<file path="config.mk">
export PLATFORM = sky130hd
export DESIGN_NAME = mtimer_flat
export DESIGN_NICKNAME = d
export VERILOG_FILES = /design/src/bus_types_pkg.sv /design/src/soc_map_pkg.sv /design/src/dev_bus_if.sv /design/src/mtimer.sv /design/src/flat_wrapper.sv
export SDC_FILE = /design/constraint.sdc
export NUM_CORES = 1
export LEC_CHECK = 0
export BUFFER_PORTS_ARGS = -buffer_cell sky130_fd_sc_hd__buf_2
export CAP_MARGIN = 30
export CORE_MARGIN = 3
export CORE_UTILIZATION = 55
export DETAILED_ROUTE_END_ITERATION = 8
export GPL_ROUTABILITY_DRIVEN = 0
export PLACE_DENSITY = 0.84
export SETUP_SLACK_MARGIN = 0.5
export SYNTH_ARGS = -nofsm -noshare
export SYNTH_HDL_FRONTEND = slang
export SYNTH_SLANG_ARGS = --single-unit
</file>
<file path="constraint.sdc">
create_clock -name clk_sys_i -period 3.4 [get_ports clk_sys_i]
set_clock_uncertainty 0.15 [all_clocks]
set_input_delay 0.34 -clock clk_sys_i [delete_from_list [all_inputs] [get_ports clk_sys_i]]
set_output_delay 0.34 -clock clk_sys_i [all_outputs]
set_load 0.005 [all_outputs]
</file>
<file path="src/bus_types_pkg.sv">
// Bus widths and vector types

package bus_types_pkg;

  // Byte address and data word of the device bus.
  typedef logic [31:0] addr_t;
  typedef logic [31:0] data_t;

  // One enable per byte lane.
  typedef logic [3:0] be_t;

  // RAM holds 4 KiB of 32-bit words.
  localparam int unsigned RamWords = 1024;

  typedef logic [9:0] word_idx_t;

endpackage
</file>
<file path="src/soc_map_pkg.sv">
// Peripheral address map

package soc_map_pkg;

  // Device windows, each aligned to its size.
  localparam bus_types_pkg::addr_t RamStart   = 32'h0010_0000;
  localparam bus_types_pkg::addr_t RamSize    = 32'h0000_1000; // 4 KiB.
  localparam bus_types_pkg::addr_t RamMask    = ~(RamSize - 32'd1);

  localparam bus_types_pkg::addr_t GpioStart  = 32'h8000_0000;
  localparam bus_types_pkg::addr_t GpioSize   = 32'h0000_1000; // 4 KiB.
  localparam bus_types_pkg::addr_t GpioMask   = ~(GpioSize - 32'd1);

  localparam bus_types_pkg::addr_t TimerStart = 32'h8000_2000;
  localparam bus_types_pkg::addr_t TimerSize  = 32'h0000_1000; // 4 KiB.
  localparam bus_types_pkg::addr_t TimerMask  = ~(TimerSize - 32'd1);

  typedef enum logic [1:0] {
    dev_ram,
    dev_gpio,
    dev_timer,
    dev_none
  } dev_sel_e;

  // Register offset inside a 4 KiB peripheral window.
  typedef logic [11:0] reg_off_t;

  localparam reg_off_t GpioOutOff    = 12'h000;
  localparam reg_off_t GpioInOff     = 12'h004;

  localparam reg_off_t MtimeLoOff    = 12'h000;
  localparam reg_off_t MtimeHiOff    = 12'h004;
  localparam reg_off_t MtimecmpLoOff = 12'h008;
  localparam reg_off_t MtimecmpHiOff = 12'h00C;

  typedef logic [7:0]  gpi_t;
  typedef logic [15:0] gpo_t;
  typedef logic [63:0] mtime_t;

endpackage

</file>
<file path="src/dev_bus_if.sv">
// Device request and response bus
`timescale 1ns/1ps

interface dev_bus_if;
  import bus_types_pkg::*;

  logic  req;   // One cycle per access.
  logic  we;
  be_t   be;
  addr_t addr;
  data_t wdata;
  logic  rvalid; // Follows req by one cycle.
  data_t rdata;

  modport host (
    output req,
    output we,
    output be,
    output addr,
    output wdata,
    input  rvalid,
    input  rdata
  );

  modport device (
    input  req,
    input  we,
    input  be,
    input  addr,
    input  wdata,
    output rvalid,
    output rdata
  );

endinterface

</file>
<file path="src/mtimer.sv">
// Machine timer
`timescale 1ns/1ps

module mtimer (
  input  logic       clk_sys_i,
  input  logic       rst_sys_ni,
  dev_bus_if.device  bus,
  output logic       timer_irq_o
);
  import bus_types_pkg::*;
  import soc_map_pkg::*;

  reg_off_t off;
  logic     wr_en;
  mtime_t   mtime_q;
  mtime_t   mtime_d;
  mtime_t   mtimecmp_q;
  mtime_t   mtimecmp_d;
  data_t    rdata_q;
  logic     rvalid_q;
  logic     irq_q;

  // Replace only the enabled byte lanes.
  function automatic data_t merge_be(data_t old_w, data_t new_w, be_t be);
    data_t res;
    res = old_w;
    for (int i = 0; i < $bits(be_t); i++) begin
      if (be[i]) begin
        res[i*8 +: 8] = new_w[i*8 +: 8];
      end
    end
    return res;
  endfunction

  assign off   = bus.addr[$bits(reg_off_t)-1:0];
  assign wr_en = bus.req && bus.we;

  always_comb begin
    mtime_d    = mtime_q + 64'd1;
    mtimecmp_d = mtimecmp_q;
    if (wr_en) begin
      case (off)
        MtimeLoOff: mtime_d = {mtime_q[63:32], merge_be(mtime_q[31:0], bus.wdata, bus.be)};
        MtimeHiOff: mtime_d = {merge_be(mtime_q[63:32], bus.wdata, bus.be), mtime_q[31:0]};
        MtimecmpLoOff: begin
          mtimecmp_d = {mtimecmp_q[63:32], merge_be(mtimecmp_q[31:0], bus.wdata, bus.be)};
        end
        MtimecmpHiOff: begin
          mtimecmp_d = {merge_be(mtimecmp_q[63:32], bus.wdata, bus.be), mtimecmp_q[31:0]};
        end
        default: ;
      endcase
    end
  end

  always_ff @(posedge clk_sys_i or negedge rst_sys_ni) begin
    if (!rst_sys_ni) begin
      mtime_q    <= '0;
      mtimecmp_q <= '1; // Far future so no interrupt.
      irq_q      <= 1'b0;
      rvalid_q   <= 1'b0;
    end else begin
      mtime_q    <= mtime_d;
      mtimecmp_q <= mtimecmp_d;
      irq_q      <= (mtime_q >= mtimecmp_q);
      rvalid_q   <= bus.req;
    end
  end

  always_ff @(posedge clk_sys_i) begin
    if (bus.req) begin
      case (off)
        MtimeLoOff:    rdata_q <= mtime_q[31:0];
        MtimeHiOff:    rdata_q <= mtime_q[63:32];
        MtimecmpLoOff: rdata_q <= mtimecmp_q[31:0];
        MtimecmpHiOff: rdata_q <= mtimecmp_q[63:32];
        default:       rdata_q <= '0;
      endcase
    end
  end

  assign bus.rvalid  = rvalid_q;
  assign bus.rdata   = rdata_q;
  assign timer_irq_o = irq_q;

endmodule

</file>
<file path="src/flat_wrapper.sv">
// flat-port wrapper written by rule: the top's interface ports become plain ports
module mtimer_flat import bus_types_pkg::*; import soc_map_pkg::*;
  (clk_sys_i, rst_sys_ni, timer_irq_o, bus_req, bus_we, bus_be, bus_addr, bus_wdata, bus_rvalid, bus_rdata);
  dev_bus_if bus_i ();
  input  logic clk_sys_i;
  input  logic rst_sys_ni;
  output logic timer_irq_o;
  input wire logic [$bits(bus_i.req)-1:0] bus_req;
  input wire logic [$bits(bus_i.we)-1:0] bus_we;
  input wire logic [$bits(bus_i.be)-1:0] bus_be;
  input wire logic [$bits(bus_i.addr)-1:0] bus_addr;
  input wire logic [$bits(bus_i.wdata)-1:0] bus_wdata;
  output wire logic [$bits(bus_i.rvalid)-1:0] bus_rvalid;
  output wire logic [$bits(bus_i.rdata)-1:0] bus_rdata;
  assign bus_i.req = bus_req;
  assign bus_i.we = bus_we;
  assign bus_i.be = bus_be;
  assign bus_i.addr = bus_addr;
  assign bus_i.wdata = bus_wdata;
  assign bus_rvalid = bus_i.rvalid;
  assign bus_rdata = bus_i.rdata;
  mtimer u_core (.clk_sys_i(clk_sys_i), .rst_sys_ni(rst_sys_ni), .bus(bus_i), .timer_irq_o(timer_irq_o));
endmodule
</file>
==> impl_metrics.csv <==
group,metric,value,unit
status,status,"complete, but fails checks",
status,violations,"negative hold slack",
placement,dpl-instance-area,10700,um2
setup_path,crit_end,"u_core.mtime_q[33]",
route,drt_drc_violations_left,0,
power,p_per_area,406,nW/um2
power,leakagePower,4.70,nW
run,maxCapViolCount,0,
timing,min_period_over_period,83.4,%
timing,period_minus_slack,2830,ps
synthesis,syn_inst,990,
floorplanning,core_area,17500,um2
timing,setup_tns,0,ps
setup_path,cp_max_fo,7,
timing,max_freq,0.353,GHz
route,num_vias,9006,
timing,timing.hold.ws,-2.00,ps
setup_path,path_delay_family,"simple AND/OR/NAND/NOR gates",
setup_path,r2r_cells,6,
finish,nNetsFinal,1217,
timing,worst_slew_pin_slew,686,ps
cts,cts.sinks,162,
setup_path,r2r-start,"u_core.mtime_q[20]",
cts,h-tree-depth,4,
cts,path_clk_slew,70,ps
grt,use_met2,46.4,%
setup_path,crit_slowest_cell,"nor4_4",
finish,seq_area,4290,um2
finish,drive_gt1_share,26.8,%
floorplanning,num_rows,48,
setup_path,crit_path_end_kind,"flop",
timing,slew_headroom,54.3,%
route,drt-initial-drc-count,1488,
setup_path,ff2ff_setup_slack,570,ps
synthesis,avgSynthCellArea,10.0,um2
grt,use_met3,6.86,%
floorplanning,ios,106,
setup_path,crit_start,"u_core.mtime_q[20]",
synthesis,ys_ff_latch,162,
setup_path,crit_chain,"and4_1 > nand4_1 > nor4_4 > nand2_1 > o211a_1 > a211o_1",
grt,antenna_found_initial,2,
route,viasPerCell,6.83,
grt,grt_start_max_net_pins,57,
setup_path,crit_type,"flop to flop",
min_path,hold_path.class,"primary input to flop",
grt,grt_pass1_vias,8692,
synthesis,ys_types,70,
setup_path,crit_path_start_kind,"flop",
grt,grt-busiest-layer,"met2",
route,wire_per_inst,22.0,um
finish,fin_util,64.9,%
route,postRouteAntennaNets,0,
finish,multi_input_area,5140,um2
cts,cts_made_buffers,17,
cts,cts.path.max_buffers,2,
floorplanning,start_util,56.7,%
setup_path,crit_required,3580,ps
cts,cts_tree,"done",
setup_path,slowest_delay,540,ps
route,detail_route.wirelength,29.0,mm
power,ir_worst_vdd,0.403,mV
synthesis,async_flop_share,80.2,%
power,total_power,4.60,mW
route,first_pass_iters,6,
floorplanning,fp.dieArea,19700,um2
min_path,holdPathStages,2,
placement,hpwl,20.4,mm
setup_path,rr_endpoint,"u_core.mtime_q[33]",
grt,gr-usage-met1,39.1,%
setup_path,critPathArrivalTime,3010,ps
grt,grt-ovfl-total,0,
finish,fin_area,11300,um2
synthesis,yosysSeqAreaShare,43.3,%
setup_path,worst-path-buf-inv,0,
placement,port_buffers,85,
cts,clk_root_buffer_cell,"clkbuf_16",
finish,nFillCells,1345,
timing,setup_violations,0,
synthesis,synth-edff-count,32,
floorplanning,fp.dieH,140,um
finish,areaGrowthSynthToFinish,14.5,%
floorplanning,die_w,140,um
synthesis,syn-cell-area,9910,um2
grt,grt_pass1_wl,46.0,mm
synthesis,synthFlopType,"dfrtp_1",
synthesis,ys_warn_count,0,
timing,timing.final.hold_violations,1,
timing,slew_violations,0,
setup_path,cp.depth,6,
synthesis,synth_nets,1127,
timing,rsz0062_at_grt,"false",
grt,track_usage,29.3,%
cts,clock_latency,440,ps
==> cells by family after synthesis <==
| logic type | share of synthesized area, % |
|---|---|
| AND/OR/NAND/NOR | 17.2 |
| AO/OA/AOI/OAI | 18.6 |
| flip-flops | 43.3 |
| buffers and inverters | 5.11 |
| multiplexers | 7.52 |
| adder cells (fa/ha/maj) | 8.20 |
| XOR/XNOR | 0.0884 |
==> worst min-delay path by stage <==
stage	slack [ps]	endpoint	startpoint
after floorplan	-110	u_core.bus.rvalid	rst_sys_ni
after global placement	270	u_core.mtime_q[3]	rst_sys_ni
after detailed placement	270	u_core.mtime_q[3]	rst_sys_ni
after CTS	0.6	u_core.mtime_q[7]	bus_wdata[7]
after global routing	10	u_core.mtime_q[7]	bus_wdata[7]
final	-2	u_core.mtime_q[7]	bus_wdata[7]
==> through the flow <==
step | instances | worst slack [ps] | hold WS (ps)
after floorplan | 990 | 1070 | -106
after global placement | 1285 | 418 | 267
after detailed placement | 1285 | 402 | 266
after CTS | 1318 | 581 | 0.636
after global routing | 1319 | 511 | 13.1
final | 1319 | 565 | -2.00
==> metal layers <==
layer,routed length [um],vias to the layer above
met1,11500,4351
met4,1070,2
met3,3200,110
met5,16,-
met2,13200,575
li1,-,3968
==> repair_timing <==
item                       in CTS  in global routing
hold buffers                    1                  0
cloned                          0                  0
hold endpoints to repair       25                  0
setup endpoints to repair       4                 12
buffers inserted                0                  0
resized for setup               1                  4
==> flip-flops by register name (all words and copies together), names as in the netlist <==
signal	flops
u_core.bus.rdata	32
u_core.bus.rvalid	1
u_core.mtime_q	64
u_core.mtimecmp_q	64
u_core.timer_irq_o	1
==> synthesized netlist by cell type (4+ instances only) <==
master | count | area share [%]
nand2_1 | 95 | 3.6
inv_1 | 83 | 3.1
dfrtp_1 | 66 | 17
ha_1 | 65 | 8.2
dfstp_2 | 64 | 17
mux2_2 | 60 | 6.8
nor2_1 | 53 | 2.0
nand3_1 | 43 | 2.2
a21oi_1 | 39 | 2.0
o21ai_0 | 35 | 1.8
a221o_1 | 34 | 3.4
a22o_1 | 33 | 2.9
edfxtp_1 | 32 | 9.7
nand4_1 | 32 | 2.0
and3_1 | 25 | 1.6
clkbuf_1 | 25 | 0.95
o211ai_1 | 18 | 1.4
nor3_1 | 17 | 0.86
a211oi_1 | 16 | 1.2
buf_2 | 15 | 0.76
nor4_1 | 11 | 0.69
and4_1 | 9 | 0.80
o311ai_0 | 9 | 0.80
a31oi_1 | 8 | 0.50
a311oi_1 | 7 | 0.62
mux2i_1 | 7 | 0.71
o21a_1 | 7 | 0.53
o32ai_1 | 6 | 0.53
a21o_1 | 4 | 0.30
and2_1 | 4 | 0.25
nor2b_1 | 4 | 0.25
o221a_2 | 4 | 0.45
o221ai_1 | 4 | 0.35
or3_1 | 4 | 0.25
==> cell usage in the layout (no fill, tap or decap), drive strengths merged, types with 11 or more instances in the layout <==
cell type	netlist	layout
a211oi	17	17
a21oi	39	39
a221o	35	35
a22o	33	33
and3	27	27
and4	11	11
buf	18	113
clkbuf	25	22
dfrtp	66	66
dfstp	64	64
edfxtp	32	32
ha	65	65
inv	83	85
mux2	60	60
nand2	95	95
nand3	44	44
nand4	34	34
nor2	53	53
nor3	18	18
nor4	12	12
o211ai	18	18
o21ai	35	35
==> power by group <==
part | switching (mW) | total (mW) | leakage (nW) | internal [mW]
clock | 0.794 | 2.13 | 0.315 | 1.34
combinational | 0.219 | 0.353 | 2.61 | 0.134
sequential | 0.0777 | 2.12 | 1.78 | 2.04
==> layout make-up <==
cell class,instances,share of cell area (%)
antenna,1,0.0221
clock inverter,10,1.59
multi-input combinational,702,45.3
clock buffer,22,4.09
inverter,83,2.75
timing repair buffer,114,5.93
tap,225,2.48
sequential,162,37.8
No activity file was read; power rests on OpenSTA's default activity.
