$ cat src/bus_types_pkg.sv
// Bus widths and vector types

package bus_types_pkg;

  // Byte address and data word of the device bus.
  typedef logic [31:0] addr_t;
  typedef logic [31:0] data_t;

  // One enable per byte lane.
  typedef logic [3:0] be_t;

  // RAM holds 4 KiB of 32-bit words.
  localparam int unsigned RamWords = 1024;

  typedef logic [9:0] word_idx_t;

endpackage
$ cat src/soc_map_pkg.sv
// Peripheral address map

package soc_map_pkg;

  // Device windows, each aligned to its size.
  localparam bus_types_pkg::addr_t RamStart   = 32'h0010_0000;
  localparam bus_types_pkg::addr_t RamSize    = 32'h0000_1000; // 4 KiB.
  localparam bus_types_pkg::addr_t RamMask    = ~(RamSize - 32'd1);

  localparam bus_types_pkg::addr_t GpioStart  = 32'h8000_0000;
  localparam bus_types_pkg::addr_t GpioSize   = 32'h0000_1000; // 4 KiB.
  localparam bus_types_pkg::addr_t GpioMask   = ~(GpioSize - 32'd1);

  localparam bus_types_pkg::addr_t TimerStart = 32'h8000_2000;
  localparam bus_types_pkg::addr_t TimerSize  = 32'h0000_1000; // 4 KiB.
  localparam bus_types_pkg::addr_t TimerMask  = ~(TimerSize - 32'd1);

  typedef enum logic [1:0] {
    dev_ram,
    dev_gpio,
    dev_timer,
    dev_none
  } dev_sel_e;

  // Register offset inside a 4 KiB peripheral window.
  typedef logic [11:0] reg_off_t;

  localparam reg_off_t GpioOutOff    = 12'h000;
  localparam reg_off_t GpioInOff     = 12'h004;

  localparam reg_off_t MtimeLoOff    = 12'h000;
  localparam reg_off_t MtimeHiOff    = 12'h004;
  localparam reg_off_t MtimecmpLoOff = 12'h008;
  localparam reg_off_t MtimecmpHiOff = 12'h00C;

  typedef logic [7:0]  gpi_t;
  typedef logic [15:0] gpo_t;
  typedef logic [63:0] mtime_t;

endpackage

$ cat src/dev_bus_if.sv
// Device request and response bus
`timescale 1ns/1ps

interface dev_bus_if;
  import bus_types_pkg::*;

  logic  req;   // One cycle per access.
  logic  we;
  be_t   be;
  addr_t addr;
  data_t wdata;
  logic  rvalid; // Follows req by one cycle.
  data_t rdata;

  modport host (
    output req,
    output we,
    output be,
    output addr,
    output wdata,
    input  rvalid,
    input  rdata
  );

  modport device (
    input  req,
    input  we,
    input  be,
    input  addr,
    input  wdata,
    output rvalid,
    output rdata
  );

endinterface

$ cat src/gpio_regs.sv
// GPIO registers
`timescale 1ns/1ps

module gpio_regs (
  input  logic                clk_sys_i,
  input  logic                rst_sys_ni,
  dev_bus_if.device           bus,
  input  soc_map_pkg::gpi_t   gp_i,
  output soc_map_pkg::gpo_t   gp_o
);
  import bus_types_pkg::*;
  import soc_map_pkg::*;

  reg_off_t off;
  gpi_t     gp_sync1_q;
  gpi_t     gp_sync2_q;
  gpo_t     gpo_q;
  data_t    rdata_q;
  logic     rvalid_q;

  assign off = bus.addr[$bits(reg_off_t)-1:0];

  always_ff @(posedge clk_sys_i or negedge rst_sys_ni) begin
    if (!rst_sys_ni) begin
      gp_sync1_q <= '0;
      gp_sync2_q <= '0;
      gpo_q      <= '0;
      rvalid_q   <= 1'b0;
    end else begin
      gp_sync1_q <= gp_i;
      gp_sync2_q <= gp_sync1_q;
      rvalid_q   <= bus.req;
      if (bus.req && bus.we && (off == GpioOutOff)) begin
        for (int i = 0; i < $bits(gpo_t) / 8; i++) begin
          if (bus.be[i]) begin
            gpo_q[i*8 +: 8] <= bus.wdata[i*8 +: 8]; // Upper lanes dropped.
          end
        end
      end
    end
  end

  always_ff @(posedge clk_sys_i) begin
    if (bus.req) begin
      case (off)
        GpioOutOff: rdata_q <= data_t'(gpo_q);
        GpioInOff:  rdata_q <= data_t'(gp_sync2_q);
        default:    rdata_q <= '0;
      endcase
    end
  end

  assign bus.rvalid = rvalid_q;
  assign bus.rdata  = rdata_q;
  assign gp_o       = gpo_q;

endmodule

$ cat src/flat_wrapper.sv
// flat-port wrapper written by rule: the top's interface ports become plain ports
module gpio_regs_flat import bus_types_pkg::*; import soc_map_pkg::*;
  (clk_sys_i, rst_sys_ni, gp_i, gp_o, bus_req, bus_we, bus_be, bus_addr, bus_wdata, bus_rvalid, bus_rdata);
  dev_bus_if bus_i ();
  input  logic clk_sys_i;
  input  logic rst_sys_ni;
  input  soc_map_pkg::gpi_t gp_i;
  output soc_map_pkg::gpo_t gp_o;
  input wire logic [$bits(bus_i.req)-1:0] bus_req;
  input wire logic [$bits(bus_i.we)-1:0] bus_we;
  input wire logic [$bits(bus_i.be)-1:0] bus_be;
  input wire logic [$bits(bus_i.addr)-1:0] bus_addr;
  input wire logic [$bits(bus_i.wdata)-1:0] bus_wdata;
  output wire logic [$bits(bus_i.rvalid)-1:0] bus_rvalid;
  output wire logic [$bits(bus_i.rdata)-1:0] bus_rdata;
  assign bus_i.req = bus_req;
  assign bus_i.we = bus_we;
  assign bus_i.be = bus_be;
  assign bus_i.addr = bus_addr;
  assign bus_i.wdata = bus_wdata;
  assign bus_rvalid = bus_i.rvalid;
  assign bus_rdata = bus_i.rdata;
  gpio_regs u_core (.clk_sys_i(clk_sys_i), .rst_sys_ni(rst_sys_ni), .bus(bus_i), .gp_i(gp_i), .gp_o(gp_o));
endmodule
$ cat config.mk
export PLATFORM = sky130hd
export DESIGN_NAME = gpio_regs_flat
export DESIGN_NICKNAME = d
export VERILOG_FILES = /design/src/bus_types_pkg.sv /design/src/soc_map_pkg.sv /design/src/dev_bus_if.sv /design/src/gpio_regs.sv /design/src/flat_wrapper.sv
export SDC_FILE = /design/constraint.sdc
export NUM_CORES = 1
export LEC_CHECK = 0
export ABC_AREA = 0
export BUFFER_PORTS_ARGS = -buffer_cell sky130_fd_sc_hd__buf_2
export CAP_MARGIN = 15
export CELL_PAD_IN_SITES_DETAIL_PLACEMENT = 0
export CELL_PAD_IN_SITES_GLOBAL_PLACEMENT = 1
export CORE_ASPECT_RATIO = 1.4
export CORE_MARGIN = 1.5
export CORE_UTILIZATION = 32
export CTS_BUF_LIST = sky130_fd_sc_hd__clkbuf_4
export DETAILED_ROUTE_END_ITERATION = 8
export GPL_TIMING_DRIVEN = 0
export PLACE_DENSITY_LB_ADDON = 0.1
export SYNTH_ARGS = -nofsm -noshare
export SYNTH_HDL_FRONTEND = slang
export SYNTH_SLANG_ARGS = --single-unit
$ cat constraint.sdc
create_clock -name clk_sys_i -period 1 [get_ports clk_sys_i]
set_clock_uncertainty 0.05 [all_clocks]
set_input_delay 0.2 -clock clk_sys_i [delete_from_list [all_inputs] [get_ports clk_sys_i]]
set_output_delay 0.2 -clock clk_sys_i [all_outputs]
set_load 0.005 [all_outputs]
==> results.md, run 1 <==
- The run finished, with violations left.
- The final reports fail on negative hold slack, negative setup slack.
- Setup slack on the critical path of the routed design comes to -0.498 ns.
- The number of port buffers is 74.
- Relative to the synthesized area, the layout overhead comes to 55.9%.
- Counting cells, the worst reg-to-reg path comes to 4.
- The kind of capture point of the worst setup path is a register.
- The number of placed instances, taps included, is 274.
- The static leakage is 1.53 nW.
- The die covers 6350 sq um.
- The kind of critical path is input pin to register.
- For this run, the top clock speed supported by timing is 0.667 GHz.
- The number of global-route vias before repair is 1360.
- For this run, the post-layout net count is 332.
- Synthesis inferred 49 register bits.
- In this run the count of I/O pins placed on the die edge is 129.
- The total of warnings raised by yosys is 0.
- The average wire per cell in the routed design is 13.1 microns.
- The final worst hold slack is -0.156 ns.
- Dividing the final minimum period by the clock period gives 1.50.
- In this run the critical register-to-register path is captured at u_core.bus.rdata[6].
- After clock tree synthesis, the clock-pin slew on the worst setup and hold paths is 0.14 ns.
- The initialized floorplan defines 32 standard-cell rows.
- The final cell area excluding filler cells is 2930 sq um.
- 0 antenna diodes ended up in the layout.
- In this run the cell area of the synthesized design comes to 1880 sq um.
- The total overflow left after global routing is 0.
- For this configuration, the core starts out at a cell density of 0.335.
- The worst setup path is launched from an input pin.
- The proportion of layout cells with a drive suffix above 1 is 0.581.
- Entering global routing, the biggest net connects 34 pins.
- In this run the worst hold path is classified as input pin to asynchronous set/reset pin.
- The total CTS buffers is 5.
- The final-report max-slew violation count was 0.
- The total cell area at the placement stage is 2390 sq um.
- The number of distinct library cell variants in the gate-level netlist after synthesis is 15.
- The headroom to the max-slew limit is 0.505.
- The via-per-instance ratio is 4.20.
- The combined buffer and inverter count along the critical path is 2.
- IR analysis of the VDD net gives a maximum drop of 0.000836 V.
- For the pin with the worst max-slew slack, the measured transition is 0.742 ns.
- Walking the worst path, the cells encountered are buf_6, or4_4, nor4_4, buf_4, mux2_4.
- No sink is reached through more buffers than the 2 on the longest clock path.
- The utilization after layout is 0.523.
- The first TritonRoute pass finished after 2 iterations.
- The critical path data required time is 1.18 ns.
- The launch point of the worst path is bus_addr[0].
- The number of hold violations in the final report was 33.
- Setup repair after global routing could not meet its margin everywhere.
- The count of max-cap constraint violations is 0.
- TritonCTS built the clock tree.
- The peak fanout along the critical path is 4.
- For this run, the slowest stage of the critical path takes 0.59 ns.
- The cell at the root of the clock tree is sky130_fd_sc_hd__clkbuf_4.
- The core region is 5610 sq um.
- The routability-driven placement congestion ratio is 0.649.
- The worst-case setup slack after placement is -1.21 ns.
- On the critical path, the stage with the largest delay is an instance of sky130_fd_sc_hd__or4_4.
- From left edge to right edge, the die measures 67.8 microns.
- Grouping stages by cell kind, the critical path spends the most delay in simple AND/OR/NAND/NOR gates.
- For the worst-skew pair, the clock arrives at the later sink with an insertion delay of 0.35 ns.
- The floorplan step set the die height to 93.7 microns.
- Dividing total power by cell area gives a power density of 1220 nW/um^2.
- The wire length of the first global-routing pass is 6.30 mm.
- Summing over every cut layer, the via total after detailed routing is 1349.
- The post-synthesis sequential area ratio is 0.695.
- The post-DP HPWL is 2.69 mm.
- Dividing the synthesized area by the synthesized cell count gives 16.1 sq um.
- The number of antenna violations at the first check in global routing is 0.
- For the worst setup path, the data arrival time is 1.68 ns.
- The startpoint identified for the worst register-to-register timing path is u_core.gp_o[6].
- The minimum clock period after layout is 1.50 ns.
- The number of nets with antenna violations after routing is 0.
- For this run, the number of standard cells in the final layout without fillers is 321.
- The number of remaining DRC errors is 0.
- The number of gates on the worst path with buffers counted is 5.
- The total wire length is 4.21 mm.
- In the synthesized netlist, the number of instances is 117.
- The number of sinks handled by clock tree synthesis is 49.
- The global-route usage over all layers is 0.135.
- After the first detailed-routing iteration, the DRC count stood at 31.
- The number of levels in the clock H-tree is 2.
- The setup check on the worst reg-to-reg path leaves a slack of -0.12 ns.
- Setup violations remaining at the end of the flow were counted as 65.
placed cells by master, fill, tap and decap left out, types with 5 or more instances in the layout:
master / count
sky130_fd_sc_hd__buf_2: 71
sky130_fd_sc_hd__buf_4: 35
sky130_fd_sc_hd__dfrtp_1: 33
sky130_fd_sc_hd__dlygate4sd3_1: 17
sky130_fd_sc_hd__mux2_4: 16
sky130_fd_sc_hd__conb_1: 16
sky130_fd_sc_hd__edfxtp_1: 16
sky130_fd_sc_hd__mux2i_1: 8
sky130_fd_sc_hd__nor2_1: 8
sky130_fd_sc_hd__clkbuf_4: 7
sky130_fd_sc_hd__buf_6: 7
sky130_fd_sc_hd__and2_1: 5
layout make-up:
class                           count  area [sq um]
Clock inverter                      2          35.0
Buffer                             17           125
Timing Repair Buffer              114           749
Clock buffer                        6          45.0
Tap cell                           68          85.1
Fill cell                         521          2670
Multi-Input combinational cell     65           586
Sequential cell                    49          1310
sequential cells by signal, indices dropped and copies added (netlist names):
| name | count |
|---|---|
| u_core.bus.rdata | 16 |
| u_core.gp_o | 16 |
| u_core.gp_sync1_q | 8 |
| u_core.gp_sync2_q | 8 |
| u_core.bus.rvalid | 1 |
worst max-delay path by stage:
| stage | slack (ns) | end |
|---|---|---|
| after floorplan | -0.81 | u_core.gp_o[0] |
| after global placement | -1.18 | u_core.bus.rdata[12] |
| after detailed placement | -1.21 | u_core.bus.rdata[9] |
| after CTS | -0.48 | u_core.gp_o[0] |
| after global routing | -0.54 | u_core.gp_o[4] |
| final | -0.50 | u_core.gp_o[0] |
stage by stage:
| stage | total power, mW | setup TNS [ns] |
|---|---|---|
| 6_report | 3.59 | -17.90 |
| 5_1_grt | 3.79 | -20.46 |
| 4_1_cts | 3.62 | -18.32 |
| 3_5_place_dp | 2.44 | -34.94 |
| 3_3_place_gp | 2.43 | -34.15 |
| 2_1_floorplan | 2.28 | -23.81 |
power by group:
group | internal [mW] | switching, mW | leakage, nW | total, mW
Sequential | 2.13 | 0.0148 | 0.585 | 2.14
Combinational | 0.188 | 0.135 | 0.895 | 0.323
Clock | 0.552 | 0.573 | 0.0456 | 1.13
synth_stat cells (all sizes together):
| library cell | n | area [sq um] |
|---|---|---|
| buf | 16 | 120 |
| clkbuf | 2 | 7.51 |
| nor2 | 8 | 30.0 |
| edfxtp | 16 | 480 |
| dfrtp | 33 | 826 |
| mux2i | 8 | 80.1 |
| or4 | 2 | 22.5 |
| nand4b | 2 | 17.5 |
| mux2 | 16 | 180 |
| and2 | 8 | 50.1 |
| conb | 1 | 3.75 |
| nor4 | 3 | 48.8 |
| or3 | 2 | 13.8 |
what timing repair did:
item	in CTS	in global routing
setup buffers	20	3
hold buffers	11	6
setup endpoints to repair	65	65
pin swaps	5	7
resized for setup	23	8
hold endpoints to repair	44	39
cell families (layout without fill, tap and decap cells):
logic type             after synthesis  after routing  share of synthesized area
buffers and inverters               18            139                     0.0679
flip-flops                          49             49                      0.695
multiplexers                        24             24                      0.138
other                                1             16                    0.00199
AND/OR/NAND/NOR                     25             25                     0.0971
per-layer routing:
metal / track usage / vias to the layer above / routed length [microns] / share of wire
li1: - / 647 / - / -
met4: 0.0500 / 0 / 68 / 0.016
met5: 0 / - / 0 / 0
met2: 0.237 / 57 / 2190 / 0.52
met3: 0.0384 / 5 / 310 / 0.074
met1: 0.152 / 640 / 1630 / 0.39
No activity file was read; power rests on OpenSTA's default activity.
==> run 2: changes to the inputs <==
Settings changed: CORE_MARGIN 1.5 to 5.
==> run 2 against run 1 <==
  * The flow still finishes with violations (negative hold slack, negative setup slack)
  * Critical path depth is the same
  * Clock power fell by 26%
  * Core utilization is 1.4 points lower
  * First-iteration DRC count down 35%
  * Sequential share of layout area shrank 0.19 points
  * Power shrank 7.9%
  * Setup slack got worse by 0.025 ns
  * Combinational power grew 2%
  * Register-to-register slack improved by 0.02 ns
  * Sequential cell count is the same
  * Maximum frequency fell by 1.6%
  * Largest cell class unchanged
==> results.md, run 2 (synthesis gave the netlist of run 1 again) <==
- The number of cell instances on the worst register-to-register path was 4 (unchanged).
- The total wire length was 4.35 mm (was 4.21 mm).
- The cell at the root of the clock tree is sky130_fd_sc_hd__clkbuf_4 (unchanged).
- The total CTS buffers is 5 (unchanged).
- The sequential cell area was 1310 sq um (unchanged).
- The launch point of the worst path is bus_addr[10] (was bus_addr[0]).
- The peak fanout along the critical path is 8 (was 4).
- The classification of the worst-slack hold path is input pin to asynchronous set/reset pin (unchanged).
- The minimum setup slack among reg-to-reg paths is -0.10 ns (was -0.12 ns).
- The multi-input logic area is 614 sq um (was 586 sq um).
- The number of levels in the clock H-tree is 2 (unchanged).
- The number of detailed-routing iterations run before antenna repair was 4 (was 2).
- The horizontal die dimension is 74.8 microns (was 67.8 microns).
- The die boundary height is 101 microns (was 93.7 microns).
- Failing checks: negative hold slack, negative setup slack (unchanged).
- The critical register-to-register path startpoint is u_core.gp_o[3] (was u_core.gp_o[6]).
- The worst reg2reg path endpoint is u_core.bus.rdata[3] (was u_core.bus.rdata[6]).
- The stage delay of the slowest cell on the critical path is 0.59 ns (about the same).
- The power density relative to cell area came to 1120 nW/um^2 (was 1220 nW/um^2).
- The number of port buffers is 74 (unchanged).
- The kind of capture point of the worst setup path was a register (unchanged).
- The number of antenna violations at the first check in global routing is 0 (unchanged).
- Worst path cell trace: buf_6, or4_4, nor4_4, buf_12, mux2_4 (was buf_6, or4_4, nor4_4, buf_4, mux2_4).
- The number of remaining DRC errors is 0 (unchanged).
- The headroom to the max-slew limit is 0.500 (was 0.505).
- The final worst slack came to -0.523 ns (was -0.498 ns).
- The met3 demand-to-capacity share in global routing is 0.0349 (was 0.0384).
- The final-report max-slew violation count is 0 (unchanged).
- The number of fill cells is 563 (was 521).
- The final worst-path cycle share is 1.52 (was 1.50).
- The library cell contributing the largest single delay on the critical path is sky130_fd_sc_hd__or4_4 (unchanged).
- The first-iteration detailed-routing DRC count was 20 (was 31).
- Top library cells by usage in the layout, fill and taps aside: 70 x sky130_fd_sc_hd__buf_2, 33 x sky130_fd_sc_hd__buf_4, 33 x sky130_fd_sc_hd__dfrtp_1 (was 71 x sky130_fd_sc_hd__buf_2, 35 x sky130_fd_sc_hd__buf_4, 33 x sky130_fd_sc_hd__dfrtp_1).
- The buffer levels on the longest clock path is 2 (unchanged).
- The minimum clock period after layout is 1.52 ns (was 1.50 ns).
- The number of nets with antenna violations after routing is 0 (unchanged).
- The wire length of the first global-routing pass is 6.62 mm (was 6.30 mm).
- The final global-route overflow total is 0 (unchanged).
- The busiest metal layer after global routing was met2 (unchanged).
- The proportion of layout cells with a drive suffix above 1 is 0.610 (was 0.581).
- The worst-case setup slack after placement is -1.24 ns (was -1.21 ns).
- The largest net degree at the start of global routing is 34 (unchanged).
- The routability-driven placement congestion ratio is 0.652 (was 0.649).
- The global-route usage over all layers is 0.118 (was 0.135).
- The register clock-pin slew on the reported worst setup and hold paths was 0.13 ns (was 0.14 ns).
- The portion of total power attributed to the clock network is 0.252 (was 0.313).
- The achievable clock frequency was 0.657 GHz (was 0.667 GHz).
- The met2 track demand over resource is 0.193 (was 0.237).
- The total I/O pin count is 129 (unchanged).
- The number of global-route vias before repair is 1330 (was 1360).
- Status: complete, but fails checks (unchanged).
- The static leakage is 1.52 nW (was 1.53 nW).
- The via-per-instance ratio is 4.08 (was 4.20).
- The power after layout is 3.31 mW (was 3.59 mW).
- The final worst hold slack is -0.140 ns (was -0.156 ns).
- The cell-internal power is 2.60 mW (was 2.87 mW).
- The critical path data required time is 1.18 ns (about the same).
- The total via count in the routed design is 1309 (was 1349).
- The area growth from synthesis to final layout is 56.6% (was 55.9%).
- The part of the total power dissipated in sequential elements is 0.648 (was 0.597).
- The sum of negative setup slack is -18.79 ns (was -17.90 ns).
- The net switching power figure was 0.704 mW (was 0.723 mW).
- The final setup violation count is 65 (unchanged).
- The placement row count is 33 (was 32).
- The core outline area is 5780 sq um (was 5610 sq um).
- The startpoint class of the critical path is an input pin (unchanged).
- The count of max-cap constraint violations is 0 (unchanged).
- The number of nets at the end of the flow was 331 (was 332).
- The combinational fraction of design power is 0.100 (was 0.090).
- The average wire per cell in the routed design is 13.6 microns (was 13.1 microns).
- The switching power share of the total is 0.213 (was 0.201).
- The met1 layer usage reported by global route came to 0.146 (was 0.152).
- The clock tree from TritonCTS is yes (unchanged).
- The highest ir drop seen on vdd is 0.000726 V (was 0.000836 V).
- The data arrival time of the critical path is 1.71 ns (was 1.68 ns).
- The initial core utilization is 0.325 (was 0.335).
- The most frequent standard cell in the layout excluding fill and tap cells is sky130_fd_sc_hd__buf_2 (unchanged).
- Setup repair after global routing missed its margin: yes (unchanged).
- The insertion delay of the later-clocked pin in the worst-skew pair is 0.34 ns (was 0.35 ns).
- The transition at the pin with the smallest max-transition slack is 0.750 ns (was 0.742 ns).
- The number of sinks handled by clock tree synthesis is 49 (unchanged).
- The number of hold violations in the final report is 33 (unchanged).
- The kind of critical path is input pin to register (unchanged).
- The diode insertion count for antenna repair came to 0 (unchanged).
- The die outline area is 7530 sq um (was 6350 sq um).
==> run 2: final cells by class <==
| cell class | instances | area share |
|---|---|---|
| multi-input cells | 65 | 0.209 |
| well taps | 70 | 0.0297 |
| clock inverters | 1 | 0.00127 |
| flip-flops and latches | 49 | 0.444 |
| clock buffers | 6 | 0.0153 |
| plain buffers | 17 | 0.0425 |
| repair buffers | 113 | 0.259 |
==> run 2: worst max-delay path by stage <==
| stage | to | cells after the start | slack (ns) |
|---|---|---|---|
| finish | u_core.gp_o[4] | 5 | -0.52 |
| global route | u_core.gp_o[3] | 5 | -0.51 |
| CTS | u_core.gp_o[4] | 5 | -0.50 |
| detailed placement | u_core.bus.rdata[15] | 4 | -1.24 |
| global placement | u_core.gp_o[0] | 4 | -1.20 |
| floorplan | u_core.gp_o[0] | 3 | -0.81 |
==> run 2: per-stage QoR <==
step,area (sq um),instances,hold WS (ns),util
2_1_floorplan,1940,132,-0.146,-
3_3_place_gp,2400,276,0.244,0.415
3_5_place_dp,2400,276,0.260,0.415
4_1_cts,2790,310,-0.134,0.482
5_1_grt,2940,321,-0.111,0.509
6_report,2940,321,-0.140,0.509
==> run 2: critical path: cells and delay by family <==
family / cells / cell delay, ns
buffers and inverters: 2 / 0.28
multiplexers: 1 / 0.30
AND/OR/NAND/NOR: 2 / 0.93
==> run 2: power by group through the flow <==
stage               Clock (mW)  Combinational [mW]  Sequential (mW)
global route             0.994               0.370             2.15
global placement             0               0.251             2.18
finish                   0.834               0.331             2.14
CTS                      0.901               0.298             2.14
floorplan                    0              0.0974             2.19
detailed placement           0               0.256             2.18
==> run 2: repair_timing <==
| action | 4_1_cts | 5_1_grt |
|---|---|---|
| endpoints found under the setup margin | 65 | 65 |
| gates resized for setup | 25 | 18 |
| pin swaps | 18 | 7 |
| hold endpoints to repair | 41 | 41 |
| hold buffers | 8 | 8 |
| buffers inserted | 20 | 3 |
==> run 2: layer usage <==
layer | share of wire | wire, microns | vias to the layer above
li1 | - | - | 643
met1 | 0.39 | 1690 | 602
met2 | 0.50 | 2190 | 59
met3 | 0.093 | 406 | 5
met4 | 0.014 | 63 | 0
met5 | 0 | 0 | -
